<file path="src/mips_macros.svh">
/*
 * shared constants of the three-stage MIPS integer pipeline
 * widths, instruction field ranges, opcodes and funct codes
 * include this wherever a width or an instruction code is needed
 */
`ifndef MIPS_MACROS_SVH
`define MIPS_MACROS_SVH

// datapath width and register file depth
`define MIPS_XLEN 32
`define MIPS_NREGS 32

// instruction field ranges, used as inst[`MIPS_F_xx]
`define MIPS_F_OP 31:26
`define MIPS_F_RS 25:21
`define MIPS_F_RT 20:16
`define MIPS_F_RD 15:11
`define MIPS_F_SHAMT 10:6
`define MIPS_F_FUNCT 5:0
`define MIPS_F_IMM 15:0

// primary opcodes
`define MIPS_OP_RTYPE 6'h00
`define MIPS_OP_ADDIU 6'h09
`define MIPS_OP_SLTI 6'h0a
`define MIPS_OP_SLTIU 6'h0b
`define MIPS_OP_ANDI 6'h0c
`define MIPS_OP_ORI 6'h0d
`define MIPS_OP_XORI 6'h0e
`define MIPS_OP_LUI 6'h0f

// funct codes of the supported R-type operations
`define MIPS_FN_SLL 6'h00
`define MIPS_FN_SRL 6'h02
`define MIPS_FN_SRA 6'h03
`define MIPS_FN_SLLV 6'h04
`define MIPS_FN_SRLV 6'h06
`define MIPS_FN_SRAV 6'h07
`define MIPS_FN_ADDU 6'h21
`define MIPS_FN_SUBU 6'h23
`define MIPS_FN_AND 6'h24
`define MIPS_FN_OR 6'h25
`define MIPS_FN_XOR 6'h26
`define MIPS_FN_NOR 6'h27
`define MIPS_FN_SLT 6'h2a
`define MIPS_FN_SLTU 6'h2b

// width of the hazard stall countdown
`define MIPS_STALL_BITS 2

`endif

</file>
<file path="src/mips_pkg.sv">
/*
 * types shared by the pipeline stages and the testbench
 * import with mips_pkg::* in the module header
 */
`include "mips_macros.svh"

package mips_pkg;

   // one data word
   typedef logic [`MIPS_XLEN-1:0] word_t;

   // register number, 5 bits for 32 registers
   typedef logic [$clog2(`MIPS_NREGS)-1:0] reg_idx_t;

   // alu operations, pass_b carries the LUI operand straight through
   typedef enum logic [3:0] {
      ALU_ADDU, ALU_SUBU, ALU_AND, ALU_OR,
      ALU_XOR, ALU_NOR, ALU_SLT, ALU_SLTU,
      ALU_SLL, ALU_SRL, ALU_SRA, ALU_SLLV,
      ALU_SRLV, ALU_SRAV, ALU_PASS_B
   } alu_op_t;

endpackage

</file>
<file path="src/mips_regfile.sv">
/*
 * integer register file, two combinational reads and one write
 * register 0 reads zero and ignores writes
 * a read of the register written this cycle returns the new value
 */
`timescale 1ns/1ps
`include "mips_macros.svh"

module mips_regfile import mips_pkg::*; (
   input  logic     clk,
   input  logic     rst_b,
   input  reg_idx_t rs_idx,
   input  reg_idx_t rt_idx,
   output word_t    rs_data,
   output word_t    rt_data,
   input  logic     wr_en,
   input  reg_idx_t wr_reg,
   input  word_t    wr_data
);

   // r1..r31, r0 has no storage
   word_t regs [1:`MIPS_NREGS-1];

   // zero register, then write-through, then stored value
   function automatic word_t read_port(reg_idx_t idx);
      if (idx == '0) return '0;
      if (wr_en && idx == wr_reg) return wr_data;
      return regs[idx];
   endfunction

   always_ff @(posedge clk or negedge rst_b) begin
      if (!rst_b) begin
         for (int i = 1; i < `MIPS_NREGS; i++) begin
            regs[i] <= '0;
         end
      end else if (wr_en && wr_reg != '0) begin
         regs[wr_reg] <= wr_data;
      end
   end

   // reads follow the stored registers and the write port
   always_comb begin
      rs_data = read_port(rs_idx);
      rt_data = read_port(rt_idx);
   end

endmodule

</file>
<file path="src/mips_hazard.sv">
/*
 * RAW hazard check for the instruction offered on inst
 * compares its sources against the writers held in decode and execute
 * and holds inst_ready low until the producer reaches writeback
 */
`timescale 1ns/1ps
`include "mips_macros.svh"

module mips_hazard import mips_pkg::*; (
   input  logic     clk,
   input  logic     rst_b,
   input  reg_idx_t src_rs,
   input  reg_idx_t src_rt,
   input  reg_idx_t dec_dst,
   input  logic     dec_wr,
   input  reg_idx_t exe_dst,
   input  logic     exe_wr,
   input  logic     inst_valid,
   output logic     inst_ready
);

   logic                        dec_hit;
   logic                        exe_hit;
   logic                        hit;
   logic [`MIPS_STALL_BITS-1:0] stall_len;
   logic [`MIPS_STALL_BITS-1:0] stall_cnt;

   // a nonzero source that a pending write will change
   function automatic logic depends(reg_idx_t dst, logic wr);
      return wr && dst != '0 && (src_rs == dst || src_rt == dst);
   endfunction

   always_comb begin
      dec_hit = depends(dec_dst, dec_wr);
      exe_hit = depends(exe_dst, exe_wr);
   end

   assign hit = inst_valid && (dec_hit || exe_hit);

   // producer in decode needs two more edges, in execute one
   assign stall_len = dec_hit ? `MIPS_STALL_BITS'd2 : `MIPS_STALL_BITS'd1;

   assign inst_ready = !hit && stall_cnt == '0;

   // the detecting cycle is already the first stall cycle
   always_ff @(posedge clk or negedge rst_b) begin
      if (!rst_b) begin
         stall_cnt <= '0;
      end else if (hit && stall_cnt == '0) begin
         stall_cnt <= stall_len - 1'b1;
      end else if (stall_cnt != '0) begin
         stall_cnt <= stall_cnt - 1'b1;
      end
   end

endmodule

</file>
<file path="src/mips_decode.sv">
/*
 * decode stage: splits the offered instruction into its fields,
 * reads the register file and picks the alu operation and operands
 * the decode/execute register loads on accept, a bubble otherwise
 */
`timescale 1ns/1ps
`include "mips_macros.svh"

module mips_decode import mips_pkg::*; (
   input  logic     clk,
   input  logic     rst_b,
   input  word_t    inst,
   input  logic     accept,
   output reg_idx_t rs_idx,
   output reg_idx_t rt_idx,
   input  word_t    rs_data,
   input  word_t    rt_data,
   output reg_idx_t dec_dst,
   output logic     dec_wr,
   output alu_op_t  dec_op,
   output word_t    dec_a,
   output word_t    dec_b
);

   logic [5:0]  opcode;
   logic [5:0]  funct;
   reg_idx_t    rd_idx;
   logic [4:0]  shamt;
   logic [15:0] imm;
   word_t       imm_se;
   word_t       imm_ze;
   word_t       imm_up;
   logic        is_rtype;
   logic        shift_imm;
   logic        supported;
   alu_op_t     op;
   word_t       opnd_a;
   word_t       opnd_b;
   reg_idx_t    dst;

   // field split
   assign opcode = inst[`MIPS_F_OP];
   assign rs_idx = inst[`MIPS_F_RS];
   assign rt_idx = inst[`MIPS_F_RT];
   assign rd_idx = inst[`MIPS_F_RD];
   assign shamt  = inst[`MIPS_F_SHAMT];
   assign funct  = inst[`MIPS_F_FUNCT];
   assign imm    = inst[`MIPS_F_IMM];

   // immediate forms
   assign imm_se = {{(`MIPS_XLEN-16){imm[15]}}, imm};
   assign imm_ze = {{(`MIPS_XLEN-16){1'b0}}, imm};
   assign imm_up = {imm, 16'h0000};

   assign is_rtype = opcode == `MIPS_OP_RTYPE;
   // sll, srl and sra take the amount from shamt
   assign shift_imm = is_rtype && (funct == `MIPS_FN_SLL || funct == `MIPS_FN_SRL ||
                                   funct == `MIPS_FN_SRA);

   // operation, unknown codes fall through as unsupported
   always_comb begin
      op = ALU_ADDU;
      supported = 1'b1;
      case (opcode)
         `MIPS_OP_RTYPE: begin
            case (funct)
               `MIPS_FN_SLL:  op = ALU_SLL;
               `MIPS_FN_SRL:  op = ALU_SRL;
               `MIPS_FN_SRA:  op = ALU_SRA;
               `MIPS_FN_SLLV: op = ALU_SLLV;
               `MIPS_FN_SRLV: op = ALU_SRLV;
               `MIPS_FN_SRAV: op = ALU_SRAV;
               `MIPS_FN_ADDU: op = ALU_ADDU;
               `MIPS_FN_SUBU: op = ALU_SUBU;
               `MIPS_FN_AND:  op = ALU_AND;
               `MIPS_FN_OR:   op = ALU_OR;
               `MIPS_FN_XOR:  op = ALU_XOR;
               `MIPS_FN_NOR:  op = ALU_NOR;
               `MIPS_FN_SLT:  op = ALU_SLT;
               `MIPS_FN_SLTU: op = ALU_SLTU;
               default:       supported = 1'b0;
            endcase
         end
         `MIPS_OP_ADDIU: op = ALU_ADDU;
         `MIPS_OP_SLTI:  op = ALU_SLT;
         `MIPS_OP_SLTIU: op = ALU_SLTU;
         `MIPS_OP_ANDI:  op = ALU_AND;
         `MIPS_OP_ORI:   op = ALU_OR;
         `MIPS_OP_XORI:  op = ALU_XOR;
         `MIPS_OP_LUI:   op = ALU_PASS_B;
         default:        supported = 1'b0;
      endcase
   end

   // second operand, sltiu still compares against the sign-extended value
   always_comb begin
      case (opcode)
         `MIPS_OP_ADDIU, `MIPS_OP_SLTI, `MIPS_OP_SLTIU: opnd_b = imm_se;
         `MIPS_OP_ANDI, `MIPS_OP_ORI, `MIPS_OP_XORI:    opnd_b = imm_ze;
         `MIPS_OP_LUI:                                  opnd_b = imm_up;
         default:                                       opnd_b = rt_data;
      endcase
   end

   assign opnd_a = shift_imm ? word_t'(shamt) : rs_data;
   assign dst    = is_rtype ? rd_idx : rt_idx;

   // high only for an accepted, supported write to a nonzero register
   always_ff @(posedge clk or negedge rst_b) begin
      if (!rst_b) begin
         dec_wr <= 1'b0;
      end else begin
         dec_wr <= accept && supported && dst != '0;
      end
   end

   // payload loads every cycle, ignored while dec_wr is low
   always_ff @(posedge clk) begin
      dec_dst <= dst;
      dec_op  <= op;
      dec_a   <= opnd_a;
      dec_b   <= opnd_b;
   end

endmodule

</file>
<file path="src/mips_execute.sv">
/*
 * execute stage: the alu and the execute/result register
 * shift amounts arrive in the low 5 bits of the first operand,
 * shamt for fixed shifts and rs for variable ones
 */
`timescale 1ns/1ps

module mips_execute import mips_pkg::*; (
   input  logic     clk,
   input  logic     rst_b,
   input  alu_op_t  dec_op,
   input  word_t    dec_a,
   input  word_t    dec_b,
   input  reg_idx_t dec_dst,
   input  logic     dec_wr,
   output reg_idx_t exe_dst,
   output logic     exe_wr,
   output word_t    exe_result
);

   word_t      alu_out;
   logic [4:0] sh_amt;

   // only the low 5 bits count, amounts above 31 wrap
   assign sh_amt = dec_a[4:0];

   always_comb begin
      case (dec_op)
         ALU_ADDU: alu_out = dec_a + dec_b;
         ALU_SUBU: alu_out = dec_a - dec_b;
         ALU_AND:  alu_out = dec_a & dec_b;
         ALU_OR:   alu_out = dec_a | dec_b;
         ALU_XOR:  alu_out = dec_a ^ dec_b;
         ALU_NOR:  alu_out = ~(dec_a | dec_b);
         // signed and unsigned set-less-than
         ALU_SLT:  alu_out = word_t'($signed(dec_a) < $signed(dec_b));
         ALU_SLTU: alu_out = word_t'(dec_a < dec_b);
         // the shifted value is always rt
         ALU_SLL, ALU_SLLV: alu_out = dec_b << sh_amt;
         ALU_SRL, ALU_SRLV: alu_out = dec_b >> sh_amt;
         // arithmetic shift copies the sign bit in
         ALU_SRA, ALU_SRAV: alu_out = word_t'($signed(dec_b) >>> sh_amt);
         ALU_PASS_B: alu_out = dec_b;
         default:  alu_out = dec_b;
      endcase
   end

   // write flag follows the decode flag every cycle
   always_ff @(posedge clk or negedge rst_b) begin
      if (!rst_b) begin
         exe_wr <= 1'b0;
      end else begin
         exe_wr <= dec_wr;
      end
   end

   always_ff @(posedge clk) begin
      exe_dst    <= dec_dst;
      exe_result <= alu_out;
   end

endmodule

</file>
<file path="src/mips_result.sv">
/*
 * writeback register at the end of the pipeline
 * its outputs are both the retire port and the register file write,
 * so a retire and the matching register write happen in the same cycle
 */
`timescale 1ns/1ps

module mips_result import mips_pkg::*; (
   input  logic     clk,
   input  logic     rst_b,
   input  reg_idx_t exe_dst,
   input  logic     exe_wr,
   input  word_t    exe_result,
   output logic     retire_valid,
   output reg_idx_t retire_reg,
   output word_t    retire_data
);

   // bubbles and r0 writes arrive with exe_wr low and never retire
   always_ff @(posedge clk or negedge rst_b) begin
      if (!rst_b) begin
         retire_valid <= 1'b0;
      end else begin
         retire_valid <= exe_wr;
      end
   end

   // register number and data only matter with retire_valid high
   always_ff @(posedge clk) begin
      retire_reg  <= exe_dst;
      retire_data <= exe_result;
   end

endmodule

</file>
<file path="src/mips_core.sv">
/*
 * top level of the three-stage MIPS integer pipeline
 * instructions enter on inst with a valid/ready handshake and every
 * register write is reported on the retire port three cycles later
 */
`timescale 1ns/1ps

module mips_core import mips_pkg::*; (
   input  logic     clk,
   input  logic     rst_b,
   input  word_t    inst,
   input  logic     inst_valid,
   output logic     inst_ready,
   output logic     retire_valid,
   output reg_idx_t retire_reg,
   output word_t    retire_data
);

   logic     accept;
   reg_idx_t rs_idx;
   reg_idx_t rt_idx;
   word_t    rs_data;
   word_t    rt_data;
   reg_idx_t dec_dst;
   logic     dec_wr;
   alu_op_t  dec_op;
   word_t    dec_a;
   word_t    dec_b;
   reg_idx_t exe_dst;
   logic     exe_wr;
   word_t    exe_result;

   // handshake completes on this edge
   assign accept = inst_valid && inst_ready;

   // write port shares the retire nets
   mips_regfile u_regfile (
      .clk, .rst_b, .rs_idx, .rt_idx, .rs_data, .rt_data,
      .wr_en(retire_valid), .wr_reg(retire_reg), .wr_data(retire_data)
   );

   mips_hazard u_hazard (
      .clk, .rst_b, .src_rs(rs_idx), .src_rt(rt_idx),
      .dec_dst, .dec_wr, .exe_dst, .exe_wr, .inst_valid, .inst_ready
   );

   mips_decode u_decode (
      .clk, .rst_b, .inst, .accept, .rs_idx, .rt_idx, .rs_data, .rt_data,
      .dec_dst, .dec_wr, .dec_op, .dec_a, .dec_b
   );

   mips_execute u_execute (
      .clk, .rst_b, .dec_op, .dec_a, .dec_b, .dec_dst, .dec_wr,
      .exe_dst, .exe_wr, .exe_result
   );

   mips_result u_result (
      .clk, .rst_b, .exe_dst, .exe_wr, .exe_result,
      .retire_valid, .retire_reg, .retire_data
   );

endmodule

</file>
<file path="config.mk">
export PLATFORM = sky130hd
export DESIGN_NAME = mips_core
export DESIGN_NICKNAME = d
export VERILOG_FILES = /design/src/mips_pkg.sv /design/src/mips_regfile.sv /design/src/mips_hazard.sv /design/src/mips_decode.sv /design/src/mips_execute.sv /design/src/mips_result.sv /design/src/mips_core.sv
export VERILOG_INCLUDE_DIRS = /design/src /design/src/src
export SDC_FILE = /design/constraint.sdc
export NUM_CORES = 2
export LEC_CHECK = 0
export ABC_CLOCK_PERIOD_IN_PS = 8410
export BUFFER_PORTS_ARGS = -buffer_cell sky130_fd_sc_hd__buf_2
export CORE_ASPECT_RATIO = 0.6
export CORE_MARGIN = 2
export CORE_UTILIZATION = 54
export DETAILED_ROUTE_END_ITERATION = 8
export PLACE_DENSITY = 0.7
export SLEW_MARGIN = 30
export SYNTH_ARGS = -nofsm -noshare
export SYNTH_HDL_FRONTEND = slang
export SYNTH_SLANG_ARGS = --single-unit
</file>
<file path="constraint.sdc">
create_clock -name clk -period 8.41 [get_ports clk]
set_input_delay 1.2615 -clock clk [delete_from_list [all_inputs] [get_ports clk]]
set_output_delay 1.2615 -clock clk [all_outputs]
set_load 0.02 [all_outputs]
</file>
Word-level counts from Yosys, hierarchy flattened
Cells that the tools add are included.

cells by class
  mux-type cells = 34
  equality and inequality tests = 39
  add/subtract/negate cells = 4
  shifts and indexed selects = 3
  $lt $le $gt $ge = 6
  bitwise gates (word level) = 7
  reduce and logical (&&, ||, !) cells = 40
  divide/modulo/power cells = 0
  multiply operators = 0

operators by type and width
  operator                                             number
  bitwise mux 992 bit                                  1
  two-way mux 32 bit                                   13
  case mux 32 bit (11 select lines)                    1
  binary-select mux 32 bit (select 5 bit)              2
  demux 32 bit (select 5 bit)                          1
  case mux 32 bit (3 select lines)                     1
  < comparator 32 bit                                  2
  case mux 4 bit (13 select lines)                     1
  equality test 6 bit, second input constant           8
  equality test 6 x 4 -> 1 bit, second input constant  7
  adder 32 bit                                         1
  bitwise AND 32 bit                                   1
  NOT 32 bit                                           1
  OR 32 bit                                            1
  << shifter 32 x 5 -> 32 bit                          1
  >> shifter 32 x 5 -> 32 bit                          1
  >>> shifter 32 x 5 -> 32 bit                         1
  subtractor 32 bit                                    1
  bitwise XOR 32 bit                                   1
  equality test 5 bit                                  6
  case mux 4 bit (7 select lines)                      1
  equality test 4 bit, second input constant           6
  nonzero test 5 bit                                   4
  equality test 6 x 3 -> 1 bit, second input constant  3
  other kinds (24)                                     67

storage, ports and cells
  RAM bits = 0
  memories kept = 0
  word-level logic and storage cells = 177
  input bits = 35
  ROM bits = 0
  bits in latches = 0
  bits in registers = 1144
  output and inout port bits = 39

Longest topological paths before layout
  word-level depth = 10
  gate-level depth with buffers = 16
  mapped depth without buffers = 13

Hierarchy
From an unflattened synthesis, not the netlist that was laid out.

second synthesis, totals
  cell total of the unflattened synthesis = 5736
  area, all modules = 68888.6 um^2

modules (own cells, without submodules)
  module        instances  cells each  sequential area each (um^2)  area an instance (um^2)
  mips_regfile  1          3901        24823.8                      54227.0
  mips_execute  1          1496        765.7                        10905.5
  mips_decode   1          259         1486.4                       2641.3
  mips_result   1          38          765.7                        765.7
  mips_hazard   1          41          50.0                         342.8
  mips_core     1          1           0.0                          6.3

Least setup slack after synthesis
No wires, ideal clock.

  kind = input to output
  start point = input port inst[16]
  end point = output port inst_ready
  path slack = 4.165 ns
  stages = 10
  path buffers = 5
  data arrival time = 2.984 ns
  required time = 7.148 ns
  cells stage by stage = clkbuf_1 > buf_2 > buf_4 > buf_2 > buf_2 > xor2_1 > o31ai_1 > a41oi_1 > nand2_1 > inv_1

between the ends
  longest elaborated chain between the ends = 7
  elaborated cells between the ends (all ways) = 10
  those cells by class = eq/ne (2); reduce/logical (8)

ends and longest elaborated chain
  what                   line               text
  from (decl)            mips_core.sv:11    input word_t inst,
  equality test 5 bit    mips_hazard.sv:30  return wr && dst != '0 && (src_rs == dst || src_rt == dst);
  logical OR 1 bit       mips_hazard.sv:30
  logical AND 1 bit      mips_hazard.sv:30
  logical OR 1 bit (*)   mips_hazard.sv:38  assign hit = inst_valid && (dec_hit || exe_hit);
  logical AND 1 bit (*)  mips_hazard.sv:38
  zero test 1 bit (*)    mips_hazard.sv:43  assign inst_ready = !hit && stall_cnt == '0;
  logical AND 1 bit (*)  mips_hazard.sv:43
  to (decl)              mips_core.sv:13    output logic inst_ready,

Every way passes the cells marked *; elsewhere a longest branch is shown, timed or not.

Final worst setup path
  start point = input port inst[22]
  end point = output port inst_ready

The elaborated chain is that of the path after synthesis.

==> results.md <==
Status:
- The flow ran to the end, and the final reports show no timing, DRC or antenna violations.

Synthesis:
- Counting distinct cell types in the post-synthesis netlist gives 91.
- Counting flops with a built-in enable in the synthesized netlist gives 0.
- After synthesis the cells add up to 66600 sq um.
- The average cell area after synthesis is 13.1 sq um.
- For this run, asynchronously set or reset flops after synthesis account for 0.872.
- The number of standard cells after synthesis is 5072.
- For this run, the register share of the synthesized area comes to 0.419.
- The most used flip-flop cell after synthesis is dfrtp_1.
- For this run, the number of Yosys warnings is 0.
- In this run, synthesis produced a sequential element count of 1144.
- The total nets after synthesis is between 5000 and 6000.

Timing:
- Setup repair after global routing left no endpoint under its margin.
- For the pin with the worst max-slew slack, the measured transition is between 1 and 1.5 ns.
- Timing would allow up to 209 MHz.
- The worst pin sits at a relative slew slack of 0.284.
- After layout, the worst setup slack is ~3.6 ns.
- For the final routed database, the setup TNS stands at 0 ns.
- Of the available clock period, the critical path in the final layout requires 0.570.
- Setup violations remaining at the end of the flow were counted as 0.
- The final critical delay including setup and external delays is 4.79 ns.
- The number of failing hold endpoints at the final stage is 0.
- The setup clock skew after layout is between 0.05 and 0.06 ns.
- The max-slew violation total from the final report is 0.

CTS:
- Clock tree synthesis selected as its root buffer the cell clkbuf_16.
- No sink is reached through more buffers than the 3 on the longest clock path.
- After clock tree synthesis, the setup repair step added 0 buffers.
- The number of buffers created by CTS is just over 100.
- The latest clock arrival within the worst-skew pair is 0.77 ns.
- TritonCTS built the clock tree.
- Buffers inserted to repair hold after CTS numbered 0.
- After clock tree synthesis, the clock-pin slew on the worst setup and hold paths is approximately 0.07 ns.
- For this design, the sink count on the clock tree is 1144.
- The number of gates resized after CTS was 0.
- The maximum level of the CTS H-tree is 3.

Die:
- The starting density of the core is 0.546.
- In this run the core area contains ~100 standard-cell rows.
- From left edge to right edge, the die measures 457 um.
- The number of I/O pins is between 70 and 80.
- The floorplan step defined a core boundary enclosing approximately 120000 sq um.
- Measured along the y axis, the die boundary spans between 200 and 300 um.
- The die covers approximately 130000 sq um.

Setup path:
- The depth of the most critical reg-to-reg path is 14.
- In this run the critical register-to-register path is launched from u_decode.dec_a[3].
- The top fanout value on the critical path is 65.
- Across all register-to-register paths, the minimum setup slack is between 3 and 4 ns.
- The destination of the critical timing path is inst_ready.
- STA classifies the critical path startpoint as an input pin.
- The endpoint class of the critical path is a primary output.
- The data arrival time of the critical path is ~3.5 ns.
- The critical setup path kind is input pin to primary output.
- Tracing the worst setup path back leads to its startpoint at inst[22].
- The required time at the worst-slack endpoint is approximately 7 ns.
- The endpoint identified for the worst register-to-register timing path is u_execute.exe_result[24].

Place:
- OpenSTA, run right after detailed placement, puts the worst setup slack at 3.40 ns.
- During placement, the flow inserted port buffers numbering 73.
- The congestion estimate from routability-driven global placement came to 1.03.
- The number of placed instances, taps included, is between 6000 and 7000.
- The HPWL after detailed placement is between 100000 and 150000 um.

Route:
- In the routed layout, each cell is associated on average with a via count of roughly 7.2.
- The residual antenna-violating net count after detailed routing is 0.
- The total wire length after detailed routing is around 230000 um.
- The first routing iteration left about 6700 violations.
- The detailed router placed 47600 vias in this run.
- In the routed design, unresolved DRC markers number 0.
- In the final routed layout, each cell accounts on average for around 34 um.
- The first detailed-routing pass ran for 6 iterations.

Layout:
- Measured on the finished design, the core utilization comes to 0.590.
- The filler cell count is around 9600.
- u_regfile.regs holds more flip-flops than any other register.
- The register with the most flip-flops in the layout has a little under 1000 of them.
- The area added between synthesis and finish is 8.07%.
- The share of post-route cells with drive strength above 1 is 0.424.
- The number of non-filler instances in the completed layout is approximately 6600.
- The final-stage net count is 5001.

Min path:
- The class of the most critical hold timing path is flip-flop to flip-flop.

Global route:
- Across every metal layer, demand over resource in global routing totals 0.361.
- Entering global routing, the biggest net connects approximately 160 pins.
- The initial antenna violation count came to 14.
- The number of global-route vias before repair came to 46000.
- The first global-routing pass estimated roughly 330000 um of wire.
- The final global-route overflow total is 0.

Power and ir drop:
- The fraction of power spent switching nets is 0.261.
- The overall power of the completed layout is 11.8 mW.
- Summed over all nets, the switching power comes to roughly 3.1 mW.
- The clock share of power is 0.425.
- The cell internal power dissipation is 8.70 mW.
- The share of total power in sequential cells is 0.483.
- The worst-case IR drop observed on VDD is between 150 and 200 uV.
- The leakage power figure is around 32 nW.
- The relative contribution of combinational cells to total power is 0.092.
- Dividing total power by cell area gives a power density of roughly 160 nW/um^2.

Run:
- The number of max-cap violations is 0.
==> power by group through the flow <==
stage / combinational, mW / sequential [mW] / clock, mW
3_3_place_gp: 1.05 / 5.78 / 0
6_report: 1.08 / 5.69 / 5.00
3_5_place_dp: 1.06 / 5.79 / 0
5_1_grt: 1.15 / 5.69 / 5.28
2_1_floorplan: 0.654 / 5.75 / 0
4_1_cts: 1.06 / 5.68 / 5.05
==> placed cells by master (no fill, tap or decap), drive strengths merged, types with 14 or more instances in the layout <==
cell	count
mux2	1050
dfrtp	997
mux4	608
nor2	261
a21oi	246
buf	201
nand2	187
o21ai	158
clkbuf	157
dfxtp	147
mux2i	128
inv	104
ha	96
a22o	58
nor3	41
nand3	27
a211oi	27
xnor2	25
a221oi	25
o211ai	24
a221o	22
xor2	21
nand2b	20
clkinv	20
o22ai	19
a22oi	17
a21o	16
nor2b	15
a31oi	14
o31ai	14
==> cell usage after synthesis (96+ instances only) <==
cell type  number  area, sq um
a21oi_1       245         1230
buf_1          96          360
clkbuf_1      323         1210
dfrtp_1       997        24900
dfxtp_1       147         2940
ha_1           96         1200
inv_1          97          364
mux2_2       1050        11800
mux2i_1       128         1280
mux4_2        608        13700
nand2_1       187          702
nor2_1        261          980
o21ai_0       127          636
==> logic make-up after synthesis <==
logic type               Yosys count  share of synthesized area
AND/OR/NAND/NOR                  626                     0.0414
flip-flops                      1144                      0.419
adder cells (fa/ha/maj)           99                     0.0188
buffers and inverters            609                     0.0365
multiplexers                    1786                      0.403
XOR/XNOR                          46                    0.00605
AO/OA/AOI/OAI                    762                     0.0756
==> worst min-delay path by stage <==
stage / start / to / slack, ns / depth (start not counted)
floorplan: u_execute.exe_result[0] / u_result.retire_data[0] / 0.31 / 0
global placement: u_execute.exe_result[20] / u_result.retire_data[20] / 0.31 / 0
detailed placement: u_execute.exe_result[25] / u_result.retire_data[25] / 0.31 / 0
CTS: u_execute.exe_result[28] / u_result.retire_data[28] / 0.31 / 0
global route: u_execute.exe_result[28] / u_result.retire_data[28] / 0.32 / 0
finish: u_execute.exe_result[28] / u_result.retire_data[28] / 0.31 / 0
==> stage by stage <==
stage | hold slack [ns] | area [sq um]
floorplan | 0.310 | 66600
global placement | 0.310 | 68200
detailed placement | 0.312 | 68300
CTS | 0.306 | 71800
global route | 0.325 | 71900
finish | 0.309 | 71900
==> metal layers <==
| layer | track usage | part of all wire |
|---|---|---|
| met1 | 0.527 | 0.41 |
| met2 | 0.506 | 0.42 |
| met3 | 0.120 | 0.13 |
| met4 | 0.124 | 0.037 |
| met5 | 0 | 0.00021 |
==> worst max-delay path, stage by stage <==
cell	delay, ns
buf_8	0.43
buf_4	0.77
xnor2_1	0.15
nand3_1	0.11
o31ai_1	0.07
a41oi_1	0.27
nand2_1	0.11
inv_1	0.07
buf_2	0.15
==> area by class of cell <==
| class | instances | area [sq um] | share of cell area |
|---|---|---|---|
| antenna | 12 | 30.0 | 0.000417 |
| sequential | 1144 | 27900 | 0.388 |
| clock buffer | 157 | 3020 | 0.0420 |
| timing repair buffer | 201 | 1620 | 0.0225 |
| tap | 1616 | 2020 | 0.0281 |
| inverter | 99 | 372 | 0.00517 |
| multi-input combinational | 3319 | 36500 | 0.507 |
| clock inverter | 36 | 492 | 0.00684 |
Note: power is estimated with default switching activity, not from simulation.
